`config.mk`:
```
export PLATFORM = sky130hd
export DESIGN_NAME = resultForward
export DESIGN_NICKNAME = d
export VERILOG_FILES = /design/src/hdl/dualIssuePkg.sv /design/src/hdl/resultForward.sv
export SDC_FILE = /design/constraint.sdc
export NUM_CORES = 1
export LEC_CHECK = 0
export BUFFER_PORTS_ARGS = -buffer_cell sky130_fd_sc_hd__buf_2
export CORE_MARGIN = 4
export CORE_UTILIZATION = 50
export DETAILED_ROUTE_END_ITERATION = 16
export MAX_ROUTING_LAYER = met4
export PLACE_DENSITY = 0.82
export SLEW_MARGIN = 0
export SYNTH_ARGS = -nofsm -noshare
export SYNTH_HDL_FRONTEND = slang
export SYNTH_SLANG_ARGS = --single-unit
```
`constraint.sdc`:
```
create_clock -name vclk -period 1.2
set_clock_uncertainty 0.15 [all_clocks]
set_input_delay 0 -clock vclk [all_inputs]
set_output_delay 0 -clock vclk [all_outputs]
set_load 0.005 [all_outputs]
```
`src/hdl/dualIssuePkg.sv`:
```
`default_nettype none

package dualIssuePkg;

    localparam int dataWidth    = 32;
    localparam int regAddrWidth = 5;
    localparam int numRegs      = 32;
    localparam int instrWidth   = 32;

    // MIPS-like field positions
    localparam int opMsb    = 31;
    localparam int opLsb    = 26;
    localparam int rsLsb    = 21;
    localparam int rtLsb    = 16;
    localparam int rdLsb    = 11;
    localparam int shamtLsb = 6;
    localparam int immWidth = 16;

    typedef enum logic [5:0] {
        opRType = 6'h00,
        opAddi  = 6'h08,
        opAndi  = 6'h0c,
        opOri   = 6'h0d
    } opcodeT;

    // funct codes, only meaningful with opRType
    typedef enum logic [5:0] {
        fnSll = 6'h00,
        fnSrl = 6'h02,
        fnAdd = 6'h20,
        fnSub = 6'h22,
        fnAnd = 6'h24,
        fnOr  = 6'h25,
        fnSlt = 6'h2a
    } functT;

    typedef enum logic [3:0] {
        aluAdd,
        aluSub,
        aluAnd,
        aluOr,
        aluSlt,
        aluSll,
        aluSrl,
        aluNone
    } aluOpT;

    // operand source, E and W results of both lanes
    typedef enum logic [2:0] {
        fwdReg,
        fwdE1,
        fwdE2,
        fwdW1,
        fwdW2
    } fwdSelT;

endpackage

`default_nettype wire
```
`src/hdl/resultForward.sv`:
```
`default_nettype none

module resultForward (
    input  wire logic [dualIssuePkg::regAddrWidth-1:0] readAddrA1,
    input  wire logic [dualIssuePkg::regAddrWidth-1:0] readAddrB1,
    input  wire logic [dualIssuePkg::regAddrWidth-1:0] readAddrA2,
    input  wire logic [dualIssuePkg::regAddrWidth-1:0] readAddrB2,
    input  wire logic [dualIssuePkg::regAddrWidth-1:0] destE1,
    input  wire logic                                  writeE1,
    input  wire logic [dualIssuePkg::regAddrWidth-1:0] destE2,
    input  wire logic                                  writeE2,
    input  wire logic [dualIssuePkg::regAddrWidth-1:0] destW1,
    input  wire logic                                  writeW1,
    input  wire logic [dualIssuePkg::regAddrWidth-1:0] destW2,
    input  wire logic                                  writeW2,
    output dualIssuePkg::fwdSelT                       fwdSelA1,
    output dualIssuePkg::fwdSelT                       fwdSelB1,
    output dualIssuePkg::fwdSelT                       fwdSelA2,
    output dualIssuePkg::fwdSelT                       fwdSelB2,
    output logic                                       wrEn1,
    output logic                                       wrEn2
);
    import dualIssuePkg::*;

    // newest producer wins, lane 2 is younger than lane 1
    function automatic fwdSelT pickSource(input logic [regAddrWidth-1:0] addr);
        if (addr == '0) begin
            return fwdReg;
        end else if (writeE2 && destE2 == addr) begin
            return fwdE2;
        end else if (writeE1 && destE1 == addr) begin
            return fwdE1;
        end else if (writeW2 && destW2 == addr) begin
            return fwdW2;
        end else if (writeW1 && destW1 == addr) begin
            return fwdW1;
        end
        return fwdReg;
    endfunction

    always_comb begin
        fwdSelA1 = pickSource(readAddrA1);
        fwdSelB1 = pickSource(readAddrB1);
        fwdSelA2 = pickSource(readAddrA2);
        fwdSelB2 = pickSource(readAddrB2);
    end

    // same destination in W: lane 2 keeps the write
    assign wrEn2 = writeW2;
    assign wrEn1 = writeW1 && !(writeW2 && destW2 == destW1);

    always_comb begin
        singleWriter: assert final (!(wrEn1 && wrEn2 && destW1 == destW2));
    end

endmodule

`default_nettype wire

```
==> impl_metrics.csv <==
group,metric,value,unit
grt,grt_max_degree,9,
grt,use_met2,0.480,
power_and_ir_drop,p_total,889,uW
grt,grt_pass1_vias,1595,
synthesis,synth.area.mux_share,0,
drt,vias,1710,
final_layout,final_common_cell,"xor2_1",
setup_path,cp.required,1.05,ns
timing,relSlewSlack,0.758,
worst_hold_path,hp-start,"writeW2",
timing,timing.final.crit_period,1.53,ns
final_layout,nClkBuffers,0,
run,maxCapViolCount,0,
timing,period_share,1.28,
power_and_ir_drop,ir_drop,0.000304,V
synthesis,ys_types,33,
final_layout,antennaDiodeCount,0,
grt,grt_pass1_wl,7.59,mm
drt,drc,0,
final_layout,multi_input_comb_area,0.00157,mm2
final_layout,seq_area,0,um2
place,placed_cell_area,0.00177,mm2
final_layout,instances_no_fill,277,
final_layout,final_cell_mix,"xor2_1, xnor2_1, buf_4",
synthesis,yosys_warnings,0,
power_and_ir_drop,p_int,443,uW
worst_hold_path,whs_endpoint,"wrEn2",
synthesis,synth_xor_area_frac,0.497,
timing,finalMaxSlewViolations,0,
final_layout,area_growth,66.9,%
power_and_ir_drop,p_seq_frac,0,
setup_path,cp-end-kind,"output pin",
clock_network,cts_hold_buf,0,
synthesis,ys_seq_area_frac,0,
grt,overflow,0,
grt,antenna_found_initial,0,
setup_path,crit_fanout,3,
synthesis,synth_fa_ha_area_frac,0,
final_layout,nets,292,
power_and_ir_drop,power_switching,446,uW
drt,avgViaCountPerCell,6.17,
synthesis,synthSimpleGateAreaFrac,0.258,
final_layout,nFillCells,137,
grt,grt_busiest_layer,"met2",
power_and_ir_drop,p_sw_frac,0.502,
floorplan,die_area,0.00381,mm2
synthesis,synth_top_family_by_area,"XOR/XNOR gates",
drt,wl_per_cell,22.6,um
power_and_ir_drop,pwr-share-clk,0,
place,dp.cells,273,
power_and_ir_drop,p_leak,0.997,nW
timing,fmax,652,MHz
outcome,status,"finished, violations left",
place,post-place-ws,-0.184,ns
outcome,violations,"negative setup slack",
worst_hold_path,hold_depth,2,
setup_path,critPathKind,"in2out",
final_layout,fin_area,0.00241,mm2
setup_path,critPathLaunchType,"input pin",
drt,ant_nets,0,
grt,met1_usage,0.354,
place,dpl.hpwl,3.60,mm
synthesis,postSynthCellCount,189,
timing,fin_ws,-0.335,ns
power_and_ir_drop,p_comb_frac,1.000,
place,place.gp.congestion,0.894,
drt,firstDrtPassIters,6,
power_and_ir_drop,p_per_area,368,mW/mm2
synthesis,syn-cell-area,0.00145,mm2
drt,drt_iter0_markers,132,
place,io_buffers,58,
floorplan,start_util,0.524,
timing,rsz0062_at_grt,"true",
synthesis,synth_compound_area_frac,0.0996,
timing,hold_viol,0,
worst_hold_path,min_path_type,"in2out",
floorplan,rows,19,
setup_path,cp.arrival,1.38,ns
floorplan,pin_count,58,
timing,worst_pin_slew,0.360,ns
floorplan,die_h,61.8,um
drt,wl,6.26,mm
timing,finalSetupViolCount,12,
floorplan,coreArea,0.00276,mm2
final_layout,drive_gt1_frac,0.593,
final_layout,seq_cells,0,
grt,use_met3,0.0103,
synthesis,syn_avg_cell_area,7.65,um2
synthesis,synth_nets,233,
floorplan,die_w,61.8,um
grt,gr-usage-all-layers,0.275,
-- worst max-delay path by stage --
stage | start | end | cells after the start
after floorplan | readAddrA2[2] | fwdSelA2[1] | 5
after global placement | destW1[4] | fwdSelA1[0] | 6
after detailed placement | destW1[4] | fwdSelA1[0] | 6
final | readAddrB1[1] | fwdSelB1[0] | 6
after global routing | readAddrB1[1] | fwdSelB1[0] | 6
after CTS | destE1[2] | fwdSelB2[0] | 7
-- layer usage --
metal  routed length, um  up-vias
met2                3040      120
met1                2260      799
met5                   0        -
met4                 426        0
met3                 530       47
li1                    -      744
-- cell type report --
| class | count | area share |
|---|---|---|
| multi-input combinational | 155 | 0.651 |
| inverter | 3 | 0.00467 |
| tap | 31 | 0.0161 |
| timing repair buffer | 88 | 0.328 |
-- power by group through the flow --
stage | logic, mW | clock network, mW | registers, mW
after floorplan | 0.423 | 0 | 0
final | 0.889 | 0 | 0
after detailed placement | 0.613 | 0 | 0
after CTS | 0.743 | 0 | 0
after global routing | 0.933 | 0 | 0
after global placement | 0.593 | 0 | 0
-- worst max-delay path, cell delays in order --
cell	delay (ns)
buf_12	0.11
xor2_1	0.17
nor4_2	0.40
nand3_1	0.20
a211oi_2	0.32
buf_2	0.19
-- metrics by stage --
stage / hold WS [ns] / TNS, ns / utilization
after global placement: 0.137 / -1.01 / 0.642
after detailed placement: 0.137 / -1.37 / 0.642
after global routing: 0.153 / -1.85 / 0.875
final: 0.153 / -1.34 / 0.875
after floorplan: -0.0827 / 0 / -
after CTS: 0.137 / -0.313 / 0.775
-- logic make-up (layout without fill, tap and decap cells) --
kind of cell	count (synthesis)	in the layout
buf+inv	34	91
xor+xnor	82	82
simple gates	56	56
compound gates	17	17
-- synthesized netlist by cell type --
master / instances / share of area
buf_6: 6 / 0.047
nor4b_1: 2 / 0.012
a31oi_1: 1 / 0.0043
a211oi_1: 3 / 0.016
nor4_2: 5 / 0.043
nand2_1: 7 / 0.018
nor2_4: 1 / 0.0078
o31ai_1: 2 / 0.010
nor2b_1: 1 / 0.0043
xor2_1: 46 / 0.28
nor3_1: 3 / 0.010
nor4bb_1: 1 / 0.0069
xnor2_1: 36 / 0.22
clkbuf_1: 1 / 0.0026
a31o_2: 2 / 0.012
and3_1: 4 / 0.017
and2_1: 2 / 0.0087
a22o_1: 1 / 0.0061
buf_4: 3 / 0.016
nor2_1: 6 / 0.016
and4b_1: 1 / 0.0069
nand2b_1: 2 / 0.0087
nand3_1: 4 / 0.014
nor4_1: 7 / 0.030
inv_1: 3 / 0.0078
or4_4: 2 / 0.016
nand4_1: 5 / 0.022
o2bb2ai_1: 2 / 0.012
nor2_2: 1 / 0.0043
a211oi_2: 1 / 0.0087
o2111ai_1: 5 / 0.030
nand4b_1: 2 / 0.012
buf_2: 21 / 0.073
-- timing repair --
| item | 4_1_cts | 5_1_grt |
|---|---|---|
| setup buffers | 4 | 1 |
| setup endpoints to repair | 12 | 12 |
| resized for setup | 84 | 55 |
| pin swaps | 36 | 32 |
Power figures use the tool's default switching activity.
