`config.mk`:
```
export PLATFORM = sky130hd
export DESIGN_NAME = issueSplit
export DESIGN_NICKNAME = d
export VERILOG_FILES = /design/src/hdl/dualIssuePkg.sv /design/src/hdl/issueSplit.sv
export SDC_FILE = /design/constraint.sdc
export NUM_CORES = 1
export LEC_CHECK = 0
export BUFFER_PORTS_ARGS = -buffer_cell sky130_fd_sc_hd__buf_2
export CAP_MARGIN = 20
export CORE_MARGIN = 5
export CORE_UTILIZATION = 32
export CTS_BUF_LIST = sky130_fd_sc_hd__clkbuf_2 sky130_fd_sc_hd__clkbuf_4 sky130_fd_sc_hd__clkbuf_8
export DETAILED_ROUTE_END_ITERATION = 8
export PLACE_DENSITY = 0.81
export SLEW_MARGIN = 10
export SYNTH_ARGS = -nofsm -noshare
export SYNTH_HDL_FRONTEND = slang
export SYNTH_SLANG_ARGS = --single-unit
```
`constraint.sdc`:
```
create_clock -name clk -period 2.25 [get_ports clk]
set_clock_uncertainty 0.15 [all_clocks]
set_input_delay 0.225 -clock clk [delete_from_list [all_inputs] [get_ports clk]]
set_output_delay 0.225 -clock clk [all_outputs]
set_load 0.02 [all_outputs]
```
`src/hdl/dualIssuePkg.sv`:
```
`default_nettype none

package dualIssuePkg;

    localparam int dataWidth    = 32;
    localparam int regAddrWidth = 5;
    localparam int numRegs      = 32;
    localparam int instrWidth   = 32;

    // MIPS-like field positions
    localparam int opMsb    = 31;
    localparam int opLsb    = 26;
    localparam int rsLsb    = 21;
    localparam int rtLsb    = 16;
    localparam int rdLsb    = 11;
    localparam int shamtLsb = 6;
    localparam int immWidth = 16;

    typedef enum logic [5:0] {
        opRType = 6'h00,
        opAddi  = 6'h08,
        opAndi  = 6'h0c,
        opOri   = 6'h0d
    } opcodeT;

    // funct codes, only meaningful with opRType
    typedef enum logic [5:0] {
        fnSll = 6'h00,
        fnSrl = 6'h02,
        fnAdd = 6'h20,
        fnSub = 6'h22,
        fnAnd = 6'h24,
        fnOr  = 6'h25,
        fnSlt = 6'h2a
    } functT;

    typedef enum logic [3:0] {
        aluAdd,
        aluSub,
        aluAnd,
        aluOr,
        aluSlt,
        aluSll,
        aluSrl,
        aluNone
    } aluOpT;

    // operand source, E and W results of both lanes
    typedef enum logic [2:0] {
        fwdReg,
        fwdE1,
        fwdE2,
        fwdW1,
        fwdW2
    } fwdSelT;

endpackage

`default_nettype wire
```
`src/hdl/issueSplit.sv`:
```
`default_nettype none

module issueSplit (
    input  wire logic                              clk,
    input  wire logic                              rstN,
    input  wire logic [dualIssuePkg::instrWidth-1:0] instr1,
    input  wire logic [dualIssuePkg::instrWidth-1:0] instr2,
    input  wire logic                              pairValid,
    output logic                                   pairReady,
    output logic [dualIssuePkg::instrWidth-1:0]    laneInstr1,
    output logic [dualIssuePkg::instrWidth-1:0]    laneInstr2,
    output logic                                   laneIssue1,
    output logic                                   laneIssue2
);
    import dualIssuePkg::*;

    opcodeT                  op1;
    opcodeT                  op2;
    functT                   fn1;
    logic [regAddrWidth-1:0] dest1;
    logic                    lane1Writes;
    logic                    needSplit;
    logic                    splitPending;

    assign op1 = opcodeT'(instr1[opMsb:opLsb]);
    assign op2 = opcodeT'(instr2[opMsb:opLsb]);
    assign fn1 = functT'(instr1[shamtLsb-1:0]);

    // lane 1 destination and whether it retires a write at all
    always_comb begin
        lane1Writes = 1'b0;
        dest1 = instr1[rtLsb +: regAddrWidth];
        case (op1)
            opRType: begin
                dest1 = instr1[rdLsb +: regAddrWidth];
                case (fn1)
                    fnSll, fnSrl, fnAdd, fnSub, fnAnd, fnOr, fnSlt: lane1Writes = 1'b1;
                    default: lane1Writes = 1'b0;
                endcase
            end
            opAddi, opAndi, opOri: lane1Writes = 1'b1;
            default: lane1Writes = 1'b0;
        endcase
    end

    // rt only counts as a source for R-type
    assign needSplit = lane1Writes && (dest1 != '0) &&
                       ((instr2[rsLsb +: regAddrWidth] == dest1) ||
                        ((op2 == opRType) && (instr2[rtLsb +: regAddrWidth] == dest1)));

    assign laneInstr1 = instr1;
    assign laneInstr2 = instr2;

    // second cycle of a split sends lane 2 alone
    assign laneIssue1 = pairValid && !splitPending;
    assign laneIssue2 = pairValid && (splitPending || !needSplit);
    assign pairReady  = splitPending || !(pairValid && needSplit);

    always_ff @(posedge clk or negedge rstN) begin
        if (!rstN) begin
            splitPending <= 1'b0;
        end else begin
            splitPending <= !splitPending && pairValid && needSplit;
        end
    end

    pendingOneCycle: assert property (
        @(posedge clk) disable iff (!rstN) splitPending |=> !splitPending
    );

endmodule

`default_nettype wire

```
==> impl_summary.md <==
Global routing
The via count of the first global-routing pass is between 900 and 1k. The overall fraction of global-route tracks in use is 0.116. Entering global routing, the biggest net connects 7 pins. The global-route wire length before repair is just over 4000 µm. The initial antenna violation count came to 0. After global routing the overflow that remains totals 0.

Pwr
The net switching power figure is approximately 0.13 mW. The switching share of power is 0.557. The worst-case IR drop observed on VDD is between 0.05 and 0.06 mV.

The analysis attributes to cell leakage a power of approximately 0.57 nW. Power comes to between 0.2 and 0.25 mW. The internal cell power is between 0.1 and 0.15 mW.

The share of total power dissipated in combinational logic is 0.922. The cell area power density is about 220 mW/mm². The share of total power dissipated in sequential elements is 0.078. The share of total power dissipated in the clock network is 0.

Layout
The number of nets in the layout is 228. The top register by number of flip-flops is splitPending. The fraction of final layout cells sized beyond drive strength 1 is 0.660. The layout overhead on the synthesized area is 11.4%. The number of flip-flops under the largest register name came to 1.

0 antenna diodes ended up in the layout. In the final layout, the registers with the most flip-flops are splitPending x1. At the end of the flow the core is filled with cells to 0.364. The summed area of non-filler cells in the final layout is approximately 0.0011 mm². The area of combinational cells with multiple inputs is 504 µm². In the final layout, flip-flops and latches occupy roughly 25 µm². The total of fill cells in the finished design is ~340.

Timing
The share of the cycle needed by the critical path after routing is 1.00. The final setup violation count is 1. The count of final max-slew check failures is 0.

Setup repair after global routing could not meet its margin everywhere. The final-layout setup total negative slack is -1.00 ps. The total count of hold-check failures in the final report is 0. In this run the tightest slew margin relative to its limit is 0.761.

Counting I/O delays and the setup requirement, the final critical path takes between 2000 and 2500 ps. At the pin with the least slew margin, the transition time is approximately 350 ps. The maximum frequency from static timing analysis is between 400 and 500 MHz. Setup slack on the critical path of the routed design comes to -1.00 ps.

Floorplanning
The number of rows created at floorplan is 20. The floorplan step defined a die boundary enclosing roughly 0.0043 mm². The overall die height is about 65 µm. Measured along the x axis, the die boundary spans around 65 µm. For this design the top-level I/O count stands at ~130. The effective utilization at floorplan is 0.327. The placeable core region is 0.00300 mm².

Synthesis
After synthesis the netlist holds a flip-flop and latch count of 1. The warning count from the yosys run is 0. After synthesis, the cell types taking the most area are buf_4 (49%), inv_1 (3.8%), nor3_4 (3.3%). After synthesis, the largest family of logic cells by area is buffers and inverters. Of the total synthesized cell area, the portion taken by XOR and XNOR cells is 0.0268. Counting every net in the synthesized netlist gives just over 200. The gate count after technology mapping is roughly 140.

The adder-cell share of the synthesized area is 0. The count of cell types in the netlist is 31. The mux contribution to synthesized area is 0.0204. The mean area per synthesized cell is ~7.2 µm². The most frequently used flop master after synthesis is dfrtp_1. The post-synthesis simple-gate area fraction is 0.218. Of all cell types, the one taking the most synthesized area is buf_4. In this run the cell area of the synthesized design comes to about 980 µm².

Counting flops with an async set or reset pin after synthesis yields a share of 1.00. The top-area cell type share of the netlist area is 0.490. The number of enable-type register cells in the synthesized netlist is 0. Of the synthesized area, sequential elements account for 0.0255. The complex-gate fraction of the synthesized area was 0.181.

Critical path
The maximum fanout encountered on the critical timing path is 4. The worst setup path is launched from an input pin. The critical path is of the input pin to primary output type. The signal on the critical path passes through buf_8, or3_4, o21ai_4, a21oi_2, a2111oi_2, and4_4, nor3b_2, buf_4. The largest single stage delay on the critical path is 430 ps. At the worst endpoint, the arrival time is around 1900 ps.

The worst setup path is captured at a primary output. The worst-case register-to-register setup slack is approximately 640 ps. For the worst setup path, the data required time is between 1500 and 2000 ps. For this design, the slowest cell found on the critical path is or3_4.

Placement
The HPWL after detailed placement is 2380 µm. The placed cell area is ~970 µm². At the placement stage, the worst setup path has a slack of around 16 ps. The routability congestion estimate is around 0.81.

Port buffering added approximately 80 buffers.

Route
The via count is around 960. After detailed routing, the number of remaining DRC violations is 0. The number of detailed-routing iterations run before antenna repair is 4. The count of nets left with antenna violations once routing finished came out at 0. For this block, the initial DRC count from the detailed router was 33. In the routed layout, each cell is associated on average with a via count of around 5.0.

The routed wire length per instance is about 15 µm. Wires add up to between 2000 and 3000 µm.

CTS
The later pin in the worst-skew pair is clocked with a latency of 0 ps.

Worst hold path
The class of the tightest hold or removal check is input pin to primary output.

Run
The max capacitance violation total is 0.

Run status
The checks that failed: negative setup slack. The run finished, with violations left.
## final timing paths
check / start / end / cells after the start
worst max-delay path: instr1[26] / laneIssue2 / 8
worst max register to register: splitPending$_DFF_PN0_ / splitPending$_DFF_PN0_ / 7
min in group asynchronous: rstN / splitPending$_DFF_PN0_ / 2
worst min register to register: splitPending$_DFF_PN0_ / splitPending$_DFF_PN0_ / 5
max in group asynchronous: rstN / splitPending$_DFF_PN0_ / 2
worst min-delay path: instr1[25] / laneInstr1[25] / 0
## power groups by stage
stage	Sequential [mW]	Combinational (mW)	Clock (mW)
2_1_floorplan	0.0184	0.213	0
3_3_place_gp	0.0183	0.200	0
3_5_place_dp	0.0183	0.201	0
4_1_cts	0.0183	0.203	0
5_1_grt	0.0184	0.235	0
6_report	0.0183	0.218	0
## repair_timing
| item | in CTS | in global routing |
|---|---|---|
| endpoints found under the setup margin | 0 | 2 |
| gates resized for setup | 0 | 28 |
| hold buffers | 1 | 0 |
| endpoints found under the hold margin | 1 | 0 |
| buffers inserted | 0 | 2 |
## synth_stat cells (2+ instances only)
master,instances
inv_1,10
o22ai_1,2
o21ai_0,4
nand3_1,6
nor3_4,2
nor2b_1,2
nor2_1,3
o21ai_1,3
a222oi_1,2
buf_4,64
a21oi_1,6
mux2i_1,2
nand2_1,5
or2_2,2
xor2_1,2
or4_1,2
a2111oi_0,3
a22oi_1,2
or3_4,2
## per-stage QoR
stage | hold slack, ps | cells
2_1_floorplan | -221 | 136
3_3_place_gp | -151 | 189
3_5_place_dp | -148 | 189
4_1_cts | 300 | 190
5_1_grt | 300 | 192
6_report | 300 | 192
## cell usage in the layout (no fill, tap or decap), types with 2 or more instances in the layout
cell / count
or4_1: 2
mux2i_1: 2
a222oi_1: 2
xor2_1: 2
inv_1: 10
nor2b_1: 2
or2_2: 2
or3_4: 2
o22ai_1: 2
buf_2: 76
nor3_4: 2
o21ai_0: 2
a21oi_1: 5
a22oi_1: 2
o21ai_1: 3
nand2_1: 5
a2111oi_2: 2
nand3_1: 6
buf_4: 6
buf_6: 3
## kinds of logic (layout without fill, tap and decap cells)
| logic type | count (synthesis) | after routing |
|---|---|---|
| xor+xnor | 3 | 3 |
| flops | 1 | 1 |
| compound gates | 26 | 26 |
| mux | 2 | 2 |
| simple gates | 30 | 30 |
| buf+inv | 74 | 97 |
## layer usage
metal  GRT usage  share of wire
met5           0              0
met2       0.214           0.49
met3      0.0222           0.12
met1       0.132           0.36
met4      0.0389          0.022
## critical path, delay by kind of cell
| kind | cells | cell delay, ps |
|---|---|---|
| AO/OA/AOI/OAI | 3 | 600 |
| buffers and inverters | 2 | 270 |
| AND/OR/NAND/NOR | 3 | 780 |
## final cells by class
type	instances	share of cell area
flip-flops and latches	1	0.0229
multi-input cells	61	0.462
inverters	10	0.0344
repair buffers	87	0.443
well taps	33	0.0378
(Power assumes the default switching activity.)
