## config.mk

```make
export PLATFORM = sky130hd
export DESIGN_NAME = issueLane
export DESIGN_NICKNAME = d
export VERILOG_FILES = /design/src/hdl/dualIssuePkg.sv /design/src/hdl/issueLane.sv
export SDC_FILE = /design/constraint.sdc
export NUM_CORES = 1
export LEC_CHECK = 0
export ABC_CLOCK_PERIOD_IN_PS = 6100
export BUFFER_PORTS_ARGS = -buffer_cell sky130_fd_sc_hd__buf_2
export CORE_ASPECT_RATIO = 1.5
export CORE_MARGIN = 2
export CORE_UTILIZATION = 55
export CTS_CLUSTER_SIZE = 14
export DETAILED_ROUTE_END_ITERATION = 12
export PLACE_DENSITY = 0.85
export SETUP_SLACK_MARGIN = 0.5
export SLEW_MARGIN = 20
export SYNTH_ARGS = -nofsm -noshare
export SYNTH_HDL_FRONTEND = slang
export SYNTH_SLANG_ARGS = --single-unit
```

## constraint.sdc

```tcl
create_clock -name clk -period 6.1 [get_ports clk]
set_input_delay 0.915 -clock clk [delete_from_list [all_inputs] [get_ports clk]]
set_output_delay 0.915 -clock clk [all_outputs]
set_load 0.01 [all_outputs]
```

## src/hdl/dualIssuePkg.sv

```systemverilog
`default_nettype none

package dualIssuePkg;

    localparam int dataWidth    = 32;
    localparam int regAddrWidth = 5;
    localparam int numRegs      = 32;
    localparam int instrWidth   = 32;

    // MIPS-like field positions
    localparam int opMsb    = 31;
    localparam int opLsb    = 26;
    localparam int rsLsb    = 21;
    localparam int rtLsb    = 16;
    localparam int rdLsb    = 11;
    localparam int shamtLsb = 6;
    localparam int immWidth = 16;

    typedef enum logic [5:0] {
        opRType = 6'h00,
        opAddi  = 6'h08,
        opAndi  = 6'h0c,
        opOri   = 6'h0d
    } opcodeT;

    // funct codes, only meaningful with opRType
    typedef enum logic [5:0] {
        fnSll = 6'h00,
        fnSrl = 6'h02,
        fnAdd = 6'h20,
        fnSub = 6'h22,
        fnAnd = 6'h24,
        fnOr  = 6'h25,
        fnSlt = 6'h2a
    } functT;

    typedef enum logic [3:0] {
        aluAdd,
        aluSub,
        aluAnd,
        aluOr,
        aluSlt,
        aluSll,
        aluSrl,
        aluNone
    } aluOpT;

    // operand source, E and W results of both lanes
    typedef enum logic [2:0] {
        fwdReg,
        fwdE1,
        fwdE2,
        fwdW1,
        fwdW2
    } fwdSelT;

endpackage

`default_nettype wire
```

## src/hdl/issueLane.sv

```systemverilog
`default_nettype none

module issueLane (
    input  wire logic                                  clk,
    input  wire logic                                  rstN,
    input  wire logic [dualIssuePkg::instrWidth-1:0]   laneInstr,
    input  wire logic                                  laneIssue,
    input  wire logic [dualIssuePkg::dataWidth-1:0]    regDataA,
    input  wire logic [dualIssuePkg::dataWidth-1:0]    regDataB,
    input  wire dualIssuePkg::fwdSelT                  fwdSelA,
    input  wire dualIssuePkg::fwdSelT                  fwdSelB,
    input  wire logic [dualIssuePkg::dataWidth-1:0]    resultE1,
    input  wire logic [dualIssuePkg::dataWidth-1:0]    resultE2,
    input  wire logic [dualIssuePkg::dataWidth-1:0]    resultW1,
    input  wire logic [dualIssuePkg::dataWidth-1:0]    resultW2,
    output logic [dualIssuePkg::regAddrWidth-1:0]      readAddrA,
    output logic [dualIssuePkg::regAddrWidth-1:0]      readAddrB,
    output logic [dualIssuePkg::regAddrWidth-1:0]      destE,
    output logic                                       writeE,
    output logic [dualIssuePkg::dataWidth-1:0]         resultE,
    output logic [dualIssuePkg::regAddrWidth-1:0]      destW,
    output logic                                       writeW,
    output logic [dualIssuePkg::dataWidth-1:0]         resultW
);
    import dualIssuePkg::*;

    opcodeT                  opcode;
    functT                   funct;
    logic [regAddrWidth-1:0] rd;
    logic [regAddrWidth-1:0] rt;
    logic [dataWidth-1:0]    immExt;
    aluOpT                   aluOpD;
    logic                    useImm;
    logic [regAddrWidth-1:0] destD;
    logic                    writeD;
    logic [dataWidth-1:0]    operandA;
    logic [dataWidth-1:0]    operandB;
    aluOpT                   aluOpE;
    logic [dataWidth-1:0]    operandAE;
    logic [dataWidth-1:0]    operandBE;
    logic [regAddrWidth-1:0] shamtE;

    function automatic logic [dataWidth-1:0] pickOperand(
        input fwdSelT               sel,
        input logic [dataWidth-1:0] regData
    );
        case (sel)
            fwdE1:   return resultE1;
            fwdE2:   return resultE2;
            fwdW1:   return resultW1;
            fwdW2:   return resultW2;
            default: return regData;
        endcase
    endfunction

    assign opcode    = opcodeT'(laneInstr[opMsb:opLsb]);
    assign funct     = functT'(laneInstr[shamtLsb-1:0]);
    assign rd        = laneInstr[rdLsb +: regAddrWidth];
    assign rt        = laneInstr[rtLsb +: regAddrWidth];
    assign readAddrA = laneInstr[rsLsb +: regAddrWidth];
    assign readAddrB = rt;
    assign immExt    = {{(dataWidth-immWidth){laneInstr[immWidth-1]}}, laneInstr[immWidth-1:0]};

    // decode
    always_comb begin
        aluOpD = aluNone;
        useImm = 1'b0;
        destD = rd;
        case (opcode)
            opRType: begin
                case (funct)
                    fnAdd:   aluOpD = aluAdd;
                    fnSub:   aluOpD = aluSub;
                    fnAnd:   aluOpD = aluAnd;
                    fnOr:    aluOpD = aluOr;
                    fnSlt:   aluOpD = aluSlt;
                    fnSll:   aluOpD = aluSll;
                    fnSrl:   aluOpD = aluSrl;
                    default: aluOpD = aluNone;
                endcase
            end
            opAddi, opAndi, opOri: begin
                useImm = 1'b1;
                destD = rt;
                if (opcode == opAddi) begin
                    aluOpD = aluAdd;
                end else if (opcode == opAndi) begin
                    aluOpD = aluAnd;
                end else begin
                    aluOpD = aluOr;
                end
            end
            default: aluOpD = aluNone;
        endcase
    end

    // r0 and unknown ops never write
    assign writeD = laneIssue && (aluOpD != aluNone) && (destD != '0);

    always_comb begin
        operandA = pickOperand(fwdSelA, regDataA);
        operandB = pickOperand(fwdSelB, regDataB);
    end

    always_ff @(posedge clk or negedge rstN) begin
        if (!rstN) begin
            writeE <= 1'b0;
            writeW <= 1'b0;
        end else begin
            writeE <= writeD;
            writeW <= writeE;
        end
    end

    always_ff @(posedge clk) begin
        aluOpE    <= aluOpD;
        destE     <= destD;
        operandAE <= operandA;
        operandBE <= useImm ? immExt : operandB;
        shamtE    <= laneInstr[shamtLsb +: regAddrWidth];
        destW     <= destE;
        resultW   <= resultE;
    end

    // shifts act on rt, as in MIPS
    always_comb begin
        case (aluOpE)
            aluAdd:  resultE = operandAE + operandBE;
            aluSub:  resultE = operandAE - operandBE;
            aluAnd:  resultE = operandAE & operandBE;
            aluOr:   resultE = operandAE | operandBE;
            aluSlt:  resultE = {{(dataWidth-1){1'b0}}, $signed(operandAE) < $signed(operandBE)};
            aluSll:  resultE = operandBE << shamtE;
            aluSrl:  resultE = operandBE >> shamtE;
            default: resultE = '0;
        endcase
    end

    noWriteToZero: assert property (
        @(posedge clk) disable iff (!rstN) writeW |-> (destW != '0)
    );

endmodule

`default_nettype wire

```

==> impl_metrics.yaml <==
outcome:
  status: "complete, no violations"
final_layout:
  final_core_util_pct: 64.9
  drive_above_1_share_pct: 23.9
  final_cell_mix: "buf_2, nor2_1, nand2_1, o21ai_0, a21oi_1"
  ff_latch_area_um2: 2340
  syn2layout_area_growth_pct: 16.8
  final_cell_count_no_fill: 2336
  final_common_cell: "buf_2"
  n_fill_cell: 2238
  multi_input_area_um2: 10100
  nNetsFinal: 2339
pwr:
  p_leak_nw: 7.32
  irDropWorstVdd_v: 0.000204
  power.density_nw_per_um2: 247
critical_path:
  worstSetupPathType: "reg -> out"
  cp.depth: 12
  slowest_stage: "a211oi_1"
  cp.required_ns: 5.18
  cpPeakStageDelay_ns: 0.74
  arrival_ns: 4.45
  path_cells: "inv_1, ha_1, inv_1, a21oi_1, o21ai_0, o22ai_1, a211oi_1, a41oi_1, a21oi_1, mux2_2, o22ai_1, buf_2"
  regToRegSetupSlack_ns: 2.16
  crit_family: "compound AO/OA/AOI/OAI gates"
  startpoint_type: "register"
  endpoint_kind: "output port"
  reg2reg_depth: 11
  path_buf_inv: 3
  worst-path-max-fanout: 10
clocking:
  root_buffer: "clkbuf_16"
  cts.path.max_buffers: 2
  cts_max_level: 4
  cts_tree: "yes"
  cts_buffers: 17
  cts_setup_buffers: 0
  insertion_delay_ns: 0.44
  cts.sinks: 116
  clk_pin_slew_worst_paths_ns: 0.06
sta:
  min_period_over_period_pct: 87.9
  max_slew.worst_pin.slew_ns: 1.31
  skew_ns: 0.0185
  max_freq_ghz: 0.187
  rsz0062_at_grt: "no"
  finalHoldViolCount: 0
  max-slew-margin-rel_pct: 12.0
  setup_tns_ns: 0
  slew_viol_final: 0
  setup_viol: 0
  finalCriticalPeriod_ns: 5.36
synthesis:
  yosysWarnings: 0
  synth_adder_area_share_pct: 10.8
  ys_ff_latch: 116
  synth_mux_area_share_pct: 14.1
  synth_compound_area_share_pct: 31.8
  synth_cell_type_count: 81
  synth-xor-area-share_pct: 0.391
  synth_top_area_cell: "dfxtp_1"
  synth_top_area_share_pct: 17.0
  syn_area_per_cell_um2: 7.56
  synthTopCellsByArea: "dfxtp_1, ha_1, mux4_2, mux2i_1, nor2_1"
  syn-cell-area_um2: 13400
  syn_nets: 2126
  synth-main-ff-cell: "dfxtp_1"
  synth_edf_count: 0
  synth_top_family_by_area: "compound AO/OA/AOI/OAI gates"
  synthCells: 1778
  synth_simple_gate_area_share_pct: 17.9
  yosysSeqAreaShare_pct: 17.4
  synth-async-reset-ratio_pct: 1.72
die:
  ios: 319
  die-area_um2: 25700
  start_util_pct: 55.6
  rows: 70
  design.core.area_um2: 24200
  die_w_um: 132
  die_h_um: 195
grt:
  grt_first_pass_wirelength_um: 90800
  grt_overflow: 0
  grt_usage_pct: 45.5
  grt_pass1_vias: 15500
  antenna_found_initial: 8
  grt_max_degree: 54
detailed_routing:
  drc: 0
  dr.pass1.iters: 6
  vias: 16500
  final_antenna_net_count: 0
  wl_um: 60700
  viasPerCell: 7.07
  wire_per_inst_um: 26.0
  drtIter0Drc: 2020
place:
  hpwl_um: 46600
  dp_cells: 2296
  io_buffers: 308
  place_congestion: 1.11
hold_path:
  hold_path.class: "in -> async"
run:
  drv_cap: 0
-- final timing paths --
| path | startpoint | to |
|---|---|---|
| worst max-delay path | operandBE[12]$_DFF_P_ | resultE[31] |
| worst min-delay path | rstN | writeE$_DFF_PN0_ |
| worst max register to register | operandBE[12]$_DFF_P_ | resultW[31]$_DFF_P_ |
| worst min register to register | destE[1]$_DFF_P_ | destW[1]$_DFF_P_ |
| max in group asynchronous | rstN | writeW$_DFF_PN0_ |
| min in group clk | destE[1]$_DFF_P_ | destW[1]$_DFF_P_ |
-- synth_stat cells, types with 13 or more instances --
| cell | number |
|---|---|
| mux2i_1 | 68 |
| nor2_1 | 180 |
| a21oi_1 | 121 |
| o22ai_1 | 25 |
| mux2_2 | 24 |
| a21o_1 | 40 |
| nand3_1 | 63 |
| a22o_1 | 16 |
| clkbuf_1 | 106 |
| nand2b_1 | 14 |
| dfxtp_1 | 114 |
| inv_1 | 95 |
| ha_1 | 113 |
| buf_2 | 14 |
| nand2_1 | 164 |
| o211ai_1 | 15 |
| o31ai_1 | 14 |
| nor2b_1 | 15 |
| o21ai_0 | 125 |
| buf_1 | 15 |
| o221ai_1 | 13 |
| a221oi_1 | 59 |
| nor3_1 | 35 |
| mux4_2 | 42 |
| a22oi_1 | 89 |
-- layer usage --
| metal | global-route usage [%] | routed length, µm | vias to the layer above |
|---|---|---|---|
| met5 | 0 | 0 | - |
| met3 | 9.01 | 6980 | 376 |
| li1 | - | - | 7046 |
| met1 | 54.0 | 21200 | 7594 |
| met4 | 33.5 | 5470 | 0 |
| met2 | 73.0 | 27000 | 1501 |
-- worst register-to-register path, stage by stage (launching register included) --
cell and delay [ns]:
dfxtp_1 0.65, inv_1 0.14, ha_1 0.39, inv_1 0.17
a21oi_1 0.09, o21ai_0 0.28, o22ai_1 0.17, a211oi_1 0.74
a41oi_1 0.40, a21oi_1 0.28, mux2_2 0.35, o22ai_1 0.20
-- flip-flops by register name, indices dropped and copies added (netlist names), 3 cells and up --
register,cells
destW,5
destE,5
operandBE,32
shamtE,5
resultW,32
operandAE,32
aluOpE,3
-- per-stage QoR --
stage / worst slack [ns] / area, µm² / power, mW / hold slack (ns)
2_1_floorplan: 2.04 / 13400 / 2.12 / 0.382
3_3_place_gp: 1.46 / 15000 / 2.71 / 0.335
3_5_place_dp: 1.33 / 15000 / 2.73 / 0.334
4_1_cts: 0.868 / 15700 / 3.79 / 0.238
5_1_grt: 0.591 / 15700 / 4.03 / 0.242
6_report: 0.739 / 15700 / 3.88 / 0.245
-- what timing repair did --
action,CTS,global route
setup endpoints to repair,0,4
gates resized for setup,0,2
hold buffers,0,0
-- final cells by class --
| cell class | instances | area share, % |
|---|---|---|
| tap | 324 | 2.58 |
| clock buffer | 23 | 3.05 |
| timing repair buffer | 344 | 11.5 |
| multi-input combinational | 1413 | 64.6 |
| clock inverter | 9 | 0.806 |
| inverter | 99 | 2.37 |
| sequential | 116 | 14.9 |
| antenna | 8 | 0.128 |
-- logic make-up after synthesis --
| family | count (synthesis) |
|---|---|
| compound gates | 623 |
| simple gates | 535 |
| buf+inv | 249 |
| mux | 134 |
| flops | 116 |
| fa+ha+maj | 115 |
| xor+xnor | 6 |
-- power breakdown --
group          leakage (nW)  internal [mW]  switching [mW]
logic                  6.04          0.692            1.10
registers             0.984          0.864           0.145
clock network         0.297          0.673           0.400
total                  7.32           2.23            1.65
Note: power is estimated with default switching activity, not from simulation.
